==> config.mk <==
export PLATFORM = sky130hd
export DESIGN_NAME = pixelGen
export DESIGN_NICKNAME = d
export VERILOG_FILES = /design/src/hw/colorPkg.sv /design/src/hw/screenGeomPkg.sv /design/src/hw/pixelStageIf.sv /design/src/hw/pixelColorSelect.sv /design/src/hw/pixelGen.sv /design/src/hw/screenRegionDecode.sv
export SDC_FILE = /design/constraint.sdc
export NUM_CORES = 1
export LEC_CHECK = 0
export BUFFER_PORTS_ARGS = -buffer_cell sky130_fd_sc_hd__buf_2
export CELL_PAD_IN_SITES_DETAIL_PLACEMENT = 0
export CELL_PAD_IN_SITES_GLOBAL_PLACEMENT = 2
export CORE_MARGIN = 5
export CORE_UTILIZATION = 25
export DETAILED_ROUTE_END_ITERATION = 12
export PLACE_DENSITY_LB_ADDON = 0.1
export SYNTH_ARGS = -nofsm -noshare
export SYNTH_HDL_FRONTEND = slang
export SYNTH_SLANG_ARGS = --single-unit
==> constraint.sdc <==
create_clock -name clk -period 6.47 [get_ports clk]
set_input_delay 1.941 -clock clk [delete_from_list [all_inputs] [get_ports clk]]
set_output_delay 1.941 -clock clk [all_outputs]
set_load 0.03 [all_outputs]
==> src/hw/colorPkg.sv <==
package colorPkg;

   localparam int channelWidth = 4;

   // 12-bit colour, red in the top nibble.
   typedef struct packed {
      logic [channelWidth-1:0] red;
      logic [channelWidth-1:0] green;
      logic [channelWidth-1:0] blue;
   } rgbT;

   // ------------------------------------------------------------
   // Fixed screen colours.
   // ------------------------------------------------------------
   localparam rgbT rgbBlack = 12'h000;
   localparam rgbT rgbWhite = 12'hfff;  // Clear step.
   localparam rgbT rgbRed = 12'hf00;    // Set step.
   localparam rgbT rgbGreen = 12'h0f0;  // Step being edited.
   localparam rgbT rgbBlue = 12'h00f;   // Playback cursor.

   // ------------------------------------------------------------
   // Palette index for the swatch bands.
   // ------------------------------------------------------------
   typedef enum logic [2:0] {
      palWhite = 3'd0,
      palRed = 3'd1,
      palOrange = 3'd2,
      palYellow = 3'd3,
      palGreen = 3'd4,
      palBlue = 3'd5,
      palCyan = 3'd6,
      palMagenta = 3'd7
   } paletteT;

endpackage

==> src/hw/screenGeomPkg.sv <==
package screenGeomPkg;

   // ------------------------------------------------------------
   // Raster.
   // ------------------------------------------------------------
   localparam int cntWidth = 10;        // Raster counters and cursor column.
   localparam int activeWidth = 640;
   localparam int activeHeight = 480;

   // ------------------------------------------------------------
   // Sequencer grid.
   // ------------------------------------------------------------
   // A cell or band ends in its grid line, so the line sits at the
   // last gridLineWidth pixels of each.
   localparam int cellWidth = 40;
   localparam int gridLineWidth = 2;
   localparam int bandHeight = 96;      // Lanes and swatch bands alike.

   localparam int stepCount = 16;       // Steps per track.
   localparam int laneCount = 3;        // Tracks shown, top lane is track 2.
   localparam int stepWidth = 4;
   localparam int laneWidth = 2;

   // Resolved pixel class handed from decode to colour stage.
   typedef enum logic [2:0] {
      pcBlank,                          // Outside the active area.
      pcGrid,                           // Black separator.
      pcCursor,                         // Playback column.
      pcStep,                           // Step cell, flags pick the colour.
      pcSwatch                          // Palette swatch band.
   } pixelClassT;

endpackage

==> src/hw/pixelStageIf.sv <==
`timescale 1ns/1ps

// Decoded pixel between stage 1 and stage 2, one per clock.
interface pixelStageIf;

   screenGeomPkg::pixelClassT pixelClass;
   logic stepOn;                        // Track bit of the cell.
   logic stepEdit;                      // Cell under the edit cursor.
   colorPkg::paletteT swatch;           // Only meaningful for pcSwatch.

   modport decode (
      output pixelClass,
      output stepOn,
      output stepEdit,
      output swatch
   );

   modport color (
      input pixelClass,
      input stepOn,
      input stepEdit,
      input swatch
   );

endinterface

==> src/hw/pixelColorSelect.sv <==
`timescale 1ns/1ps

module pixelColorSelect (
   input logic clk,
   input logic rstN,
   pixelStageIf.color pix,
   output colorPkg::rgbT rgb
);

   colorPkg::rgbT rgbNext;
   colorPkg::rgbT stepColor;
   colorPkg::rgbT swatchColor;

   // ------------------------------------------------------------
   // Palette lookup for the swatch bands.
   // ------------------------------------------------------------
   function automatic colorPkg::rgbT paletteColor(input colorPkg::paletteT idx);
      colorPkg::rgbT color;
      case (idx)
         colorPkg::palWhite: color = 12'hfff;
         colorPkg::palRed: color = 12'hf00;
         colorPkg::palOrange: color = 12'hf80;
         colorPkg::palYellow: color = 12'hff0;
         colorPkg::palGreen: color = 12'h0f0;
         colorPkg::palBlue: color = 12'h00f;
         colorPkg::palCyan: color = 12'h0ff;
         colorPkg::palMagenta: color = 12'hf0f;
         default: color = colorPkg::rgbBlack;
      endcase
      return color;
   endfunction

   assign swatchColor = paletteColor(pix.swatch);

   // Edit highlight wins over the track bit.
   always_comb begin
      if (pix.stepEdit) begin
         stepColor = colorPkg::rgbGreen;
      end else if (pix.stepOn) begin
         stepColor = colorPkg::rgbRed;
      end else begin
         stepColor = colorPkg::rgbWhite;
      end
   end

   // ------------------------------------------------------------
   // Class to colour.
   // ------------------------------------------------------------
   always_comb begin
      case (pix.pixelClass)
         screenGeomPkg::pcCursor: rgbNext = colorPkg::rgbBlue;
         screenGeomPkg::pcStep: rgbNext = stepColor;
         screenGeomPkg::pcSwatch: rgbNext = swatchColor;
         default: rgbNext = colorPkg::rgbBlack;   // Blank and grid.
      endcase
   end

   always_ff @(posedge clk) begin
      if (!rstN) begin
         rgb <= colorPkg::rgbBlack;
      end else begin
         rgb <= rgbNext;
      end
   end

endmodule

==> src/hw/pixelGen.sv <==
`timescale 1ns/1ps

module pixelGen (
   input logic clk,
   input logic rstN,
   input logic [screenGeomPkg::cntWidth-1:0] hCnt,
   input logic [screenGeomPkg::cntWidth-1:0] vCnt,
   input logic valid,
   input logic [screenGeomPkg::stepCount-1:0] track0,
   input logic [screenGeomPkg::stepCount-1:0] track1,
   input logic [screenGeomPkg::stepCount-1:0] track2,
   input logic [screenGeomPkg::laneWidth-1:0] trackChange,
   input logic [screenGeomPkg::stepWidth-1:0] trackSelect,
   input logic [screenGeomPkg::cntWidth-1:0] vgaIter,
   input logic [2:0] colorBottom,
   input logic [2:0] colorTop,
   output logic [colorPkg::channelWidth-1:0] vgaRed,
   output logic [colorPkg::channelWidth-1:0] vgaGreen,
   output logic [colorPkg::channelWidth-1:0] vgaBlue
);

   colorPkg::rgbT rgb;

   pixelStageIf stageBus ();

   // ------------------------------------------------------------
   // Stage 1, coordinates to pixel class.
   // ------------------------------------------------------------
   screenRegionDecode decode (
      .clk(clk),
      .rstN(rstN),
      .hCnt(hCnt),
      .vCnt(vCnt),
      .vgaIter(vgaIter),
      .valid(valid),
      .track0(track0),
      .track1(track1),
      .track2(track2),
      .trackChange(trackChange),
      .trackSelect(trackSelect),
      .colorBottom(colorPkg::paletteT'(colorBottom)),
      .colorTop(colorPkg::paletteT'(colorTop)),
      .pix(stageBus.decode)
   );

   // ------------------------------------------------------------
   // Stage 2, pixel class to colour.
   // ------------------------------------------------------------
   pixelColorSelect colorSel (
      .clk(clk),
      .rstN(rstN),
      .pix(stageBus.color),
      .rgb(rgb)
   );

   assign vgaRed = rgb.red;
   assign vgaGreen = rgb.green;
   assign vgaBlue = rgb.blue;

endmodule

==> src/hw/screenRegionDecode.sv <==
`timescale 1ns/1ps

module screenRegionDecode (
   input logic clk,
   input logic rstN,
   input logic [screenGeomPkg::cntWidth-1:0] hCnt,
   input logic [screenGeomPkg::cntWidth-1:0] vCnt,
   input logic [screenGeomPkg::cntWidth-1:0] vgaIter,
   input logic valid,
   input logic [screenGeomPkg::stepCount-1:0] track0,
   input logic [screenGeomPkg::stepCount-1:0] track1,
   input logic [screenGeomPkg::stepCount-1:0] track2,
   input logic [screenGeomPkg::laneWidth-1:0] trackChange,
   input logic [screenGeomPkg::stepWidth-1:0] trackSelect,
   input colorPkg::paletteT colorBottom,
   input colorPkg::paletteT colorTop,
   pixelStageIf.decode pix
);

   logic [screenGeomPkg::cntWidth-1:0] band;
   logic [screenGeomPkg::cntWidth-1:0] lineInBand;
   logic [screenGeomPkg::cntWidth-1:0] colOffset;
   logic [screenGeomPkg::stepWidth-1:0] stepIdx;
   logic [screenGeomPkg::laneWidth-1:0] laneIdx;
   logic [screenGeomPkg::stepCount-1:0] laneTrack;
   logic cursorHit;

   screenGeomPkg::pixelClassT classNext;
   logic stepOnNext;
   logic stepEditNext;
   colorPkg::paletteT swatchNext;

   // ------------------------------------------------------------
   // Coordinate split.
   // ------------------------------------------------------------
   assign band = screenGeomPkg::cntWidth'(vCnt / screenGeomPkg::bandHeight);
   assign lineInBand = screenGeomPkg::cntWidth'(vCnt % screenGeomPkg::bandHeight);
   assign colOffset = screenGeomPkg::cntWidth'(hCnt % screenGeomPkg::cellWidth);
   assign stepIdx = screenGeomPkg::stepWidth'(hCnt / screenGeomPkg::cellWidth);
   // Top band shows the highest track.
   assign laneIdx = screenGeomPkg::laneWidth'(screenGeomPkg::laneCount - 1 - band);
   assign cursorHit = (hCnt == vgaIter);

   always_comb begin
      case (laneIdx)
         2'd0: laneTrack = track0;
         2'd1: laneTrack = track1;
         default: laneTrack = track2;
      endcase
   end

   // ------------------------------------------------------------
   // Class resolution, highest precedence first.
   // ------------------------------------------------------------
   always_comb begin
      classNext = screenGeomPkg::pcBlank;
      stepOnNext = 1'b0;
      stepEditNext = 1'b0;
      swatchNext = colorPkg::palWhite;
      if (!valid || vCnt >= screenGeomPkg::activeHeight) begin
         classNext = screenGeomPkg::pcBlank;
      end else if (lineInBand >= screenGeomPkg::bandHeight - screenGeomPkg::gridLineWidth) begin
         classNext = cursorHit ? screenGeomPkg::pcCursor : screenGeomPkg::pcGrid;
      end else if (band < screenGeomPkg::laneCount) begin
         if (cursorHit) begin
            classNext = screenGeomPkg::pcCursor;
         end else if (hCnt < screenGeomPkg::activeWidth) begin
            if (colOffset >= screenGeomPkg::cellWidth - screenGeomPkg::gridLineWidth) begin
               classNext = screenGeomPkg::pcGrid;
            end else begin
               classNext = screenGeomPkg::pcStep;
               stepOnNext = laneTrack[stepIdx];
               stepEditNext = (trackChange == laneIdx) && (trackSelect == stepIdx);
            end
         end else begin
            classNext = screenGeomPkg::pcStep;  // Past the grid, plain white.
         end
      end else begin
         classNext = screenGeomPkg::pcSwatch;   // No cursor in swatch bands.
         swatchNext = (band == screenGeomPkg::laneCount) ? colorTop : colorBottom;
      end
   end

   always_ff @(posedge clk) begin
      if (!rstN) begin
         pix.pixelClass <= screenGeomPkg::pcBlank;
         pix.stepOn <= 1'b0;
         pix.stepEdit <= 1'b0;
         pix.swatch <= colorPkg::palWhite;
      end else begin
         pix.pixelClass <= classNext;
         pix.stepOn <= stepOnNext;
         pix.stepEdit <= stepEditNext;
         pix.swatch <= swatchNext;
      end
   end

endmodule

==> metrics list <==
- Run status: finished, final reports clean
* Biggest fanout along the worst timing path: 16
- Summing the areas of all and, or, nand and nor instances in the mapped netlist gives 27.6% of the synthesized area.
* Hold Violations, Final: 0
- In this run the post-CTS setup repair buffer count came out at 0.
- Once layout is complete, the utilization of the core stands at 31.5%.
- Number of unique standard cell types used by synthesis: 59
* Maximum vdd drop: 0.0741 mV
- For this run, the top clock speed supported by timing is 182 MHz.
* Worst-margin pin slew: 0.655 ns
- In the final layout, the share of cells above drive strength 1 is 30.2%.
- Of the post-synthesis cell area, the dominant cell type holds 11.1%.
- I/O pin count: 105
- The routed layout has 2598 vias.
* Aggregate routed wire length: 7890 um
- Die Wd: 107 um
- CTS built an H-tree with a depth of 1.
- Average routed wire per standard cell: 15.5 um
* Static power due to leakage: 1.30 nW
- The number of nets handed over by synthesis was 419.
- Dividing the detail-routed via count by the number of cells gives 5.11.
- Warnings, synthesis: 0
* Setup total negative slack: 0 ns
- For this run, the register share of the synthesized area comes to 11.1%.
* Number of antenna violations at the first check in global routing: 0
- Required time reported for the critical path endpoint: 6.59 ns
* Adder-cell share of the synthesized area: 5.21%
* Effective utilization at floorplan: 25.6%
- Residual antenna-violating net count after detailed routing: 0
- Setup repair after global routing left no endpoint under its margin.
- The setup path with the least slack is of type input pin to register.
- Gr ovfl total: 0
- Clock network latency to the later pin of the worst-skew pair: 0.24 ns
- DR pass1 iterations: 4
- Number of enable-type register cells in the synthesized netlist: 0
* Number of gates resized after cts: 0
- At the end of the flow, the number of nets in the layout was 500.
- Row generation in the floorplan step produced 35 rows.
- Entering global routing, the biggest net connects 24 pins.
- The min-delay analysis places its worst path in the category register to register.
- Area growth, synth to finish: 23.0%
* Top library cells by usage in the layout, fill and taps aside: 103 x buf_2, 23 x nor2_1, 21 x nand2_1
- The worst setup path is launched from an input pin.
* Vertical die dimension: 107 um
- The library cell used most frequently in the layout, excluding fill and tap cells, is buf_2.
* Cell types occupying the most area after synthesis: dfxtp_1 11%, ha_1 4.8%, mux2i_1 4.7%
* Setup-failing EPs final: 0
- Multiplexer share of the synthesized area: 10.6%
- The worst path uses 85.1% of the clock period.
- Counting the buffers created by CTS gives 3.
- The tree is rooted in a clkbuf_8.
- The clock passes through at most 2 buffers.
- For this block, the initial DRC count from the detailed router was 132.
- DP Wirelength: 6400 um
- Of the total synthesized cell area, the portion taken by XOR and XNOR cells is 6.32%.
- After synthesis, the share of flip-flops with an asynchronous set or reset is 0%.
- After synthesis, the largest family of logic cells by area is compound AO/OA/AOI/OAI gates.
* Clock net sink count: 13
- Area of the mapped netlist: 2350 um2
* Quantity of I/O buffers inserted on ports: 103
* Worst Setup End Kind: register
- Placeable Area: 9200 um2
- In the routed design, unresolved DRC markers number 0.
* Via count of the first global-routing pass: 2473
* Seq cells post-synth: 13
- Power spread over the standard cell area amounts to 137 nW/um2.
- Mean Syn Cell Area: 7.43 um2
* # Max-Cap Violations: 0
* Final worst clock skew: 0.000300 ns
- In the global route stage, overall resource usage came out at 13.2%.
- The die covers 11500 um2.
- Critical path data arrival time: 5.63 ns
- TritonCTS built the clock tree.
- In this run, post-CTS hold repair placed 0 buffers.
- Crit path time final: 5.51 ns
* Global-route wire length before repair: 12600 um
- Routability-driven placement finished with a final weighted congestion of 0.741.
- Pins Over Slew Limit: 0
* Register clock-pin slew on the reported worst setup and hold paths: 0.05 ns
- Dominant synthesized flop cell: dfxtp_1
- Number of diodes added for antenna fixing: 0
- Synthesized-area fraction occupied by ao, oa, aoi and oai cells: 29.2%
* Relative slew margins: 56.4%
* Post-synthesis cell count: 317
* Dominant cell type by area after synthesis: dfxtp_1
## state kept, by name (all words and copies together) (netlist names)
name	flops
decode.pix.stepOn	1
decode.pix.pixelClass	3
colorSel.rgb	4
decode.pix.stepEdit	1
colorSel.swatchColor	4
## power by group
group | total, W | switching, W | internal (W)
logic | 0.000243 | 0.000135 | 0.000109
registers | 0.0000844 | 0.00000140 | 0.0000830
clock network | 0.0000704 | 0.0000271 | 0.0000434
## kinds of logic after synthesis
kind of cell	count (synthesis)
simple gates	120
compound gates	95
buf+inv	44
mux	18
xor+xnor	17
flops	13
fa+ha+maj	10
## final timing paths
| path | start | slack [ns] | endpoint | cells after the start |
|---|---|---|---|---|
| setup reg to reg | decode.pix.pixelClass[2]$_SDFF_PP0_ | 5.46 | colorSel.rgb[6]$_SDFF_PN0_ | 5 |
| setup / recovery | hCnt[7] | 0.96 | decode.pix.pixelClass[1]$_SDFF_PP0_ | 14 |
| hold / removal | colorSel.swatchColor[7]$_DFF_P_ | 0.51 | colorSel.rgb[7]$_SDFF_PN0_ | 2 |
| hold reg to reg | colorSel.swatchColor[7]$_DFF_P_ | 0.51 | colorSel.rgb[7]$_SDFF_PN0_ | 2 |
## worst max-delay path, stage by stage
cell and delay [ns]:
buf_2 0.10, nor2_1 0.26, inv_2 0.12, ha_1 0.38, and2b_4 0.30, mux2i_1 0.23, o32ai_1 0.10, a221o_1 0.43
or3b_1 0.67, a221o_1 0.45, a211oi_1 0.24, a211oi_1 0.10, o21ai_0 0.21, a21oi_1 0.10
## per-stage QoR
| step | setup WS, ns | instance area (um2) | instances | total power [W] | hold slack (ns) |
|---|---|---|---|---|---|
| floorplan | 1.20 | 2350 | 317 | 0.000266 | 0.468 |
| global placement | 0.571 | 2850 | 504 | 0.000331 | 0.503 |
| detailed placement | 0.662 | 2850 | 504 | 0.000331 | 0.494 |
| CTS | 0.904 | 2900 | 508 | 0.000403 | 0.519 |
| global route | 0.466 | 2900 | 508 | 0.000436 | 0.531 |
| finish | 0.962 | 2900 | 508 | 0.000398 | 0.506 |
## synth_stat cells (all sizes together), types with 10 or more instances
master and count:
a21oi 13, buf 17, clkbuf 14, dfxtp 13
inv 13, mux2i 11, nand2 21, nand4 10
nor2 23, nor2b 12, nor3 10, o21ai 17
xnor2 10
## metal layers
metal / GRT usage, % / vias to the layer above / part of all wire, %
li1: - / 1343 / -
met1: 18.2 / 1186 / 45
met2: 22.8 / 65 / 49
met3: 1.51 / 4 / 4.7
met4: 1.19 / 0 / 0.53
met5: 0 / - / 0
## cell type report
class	instances	area, um2
fill	1013	6300
multi-input combinational	260	1860
timing repair buffer	107	546
sequential	13	260
tap	111	139
inverter	13	48.8
clock buffer	4	45.0
Note: power is estimated with default switching activity, not from simulation.
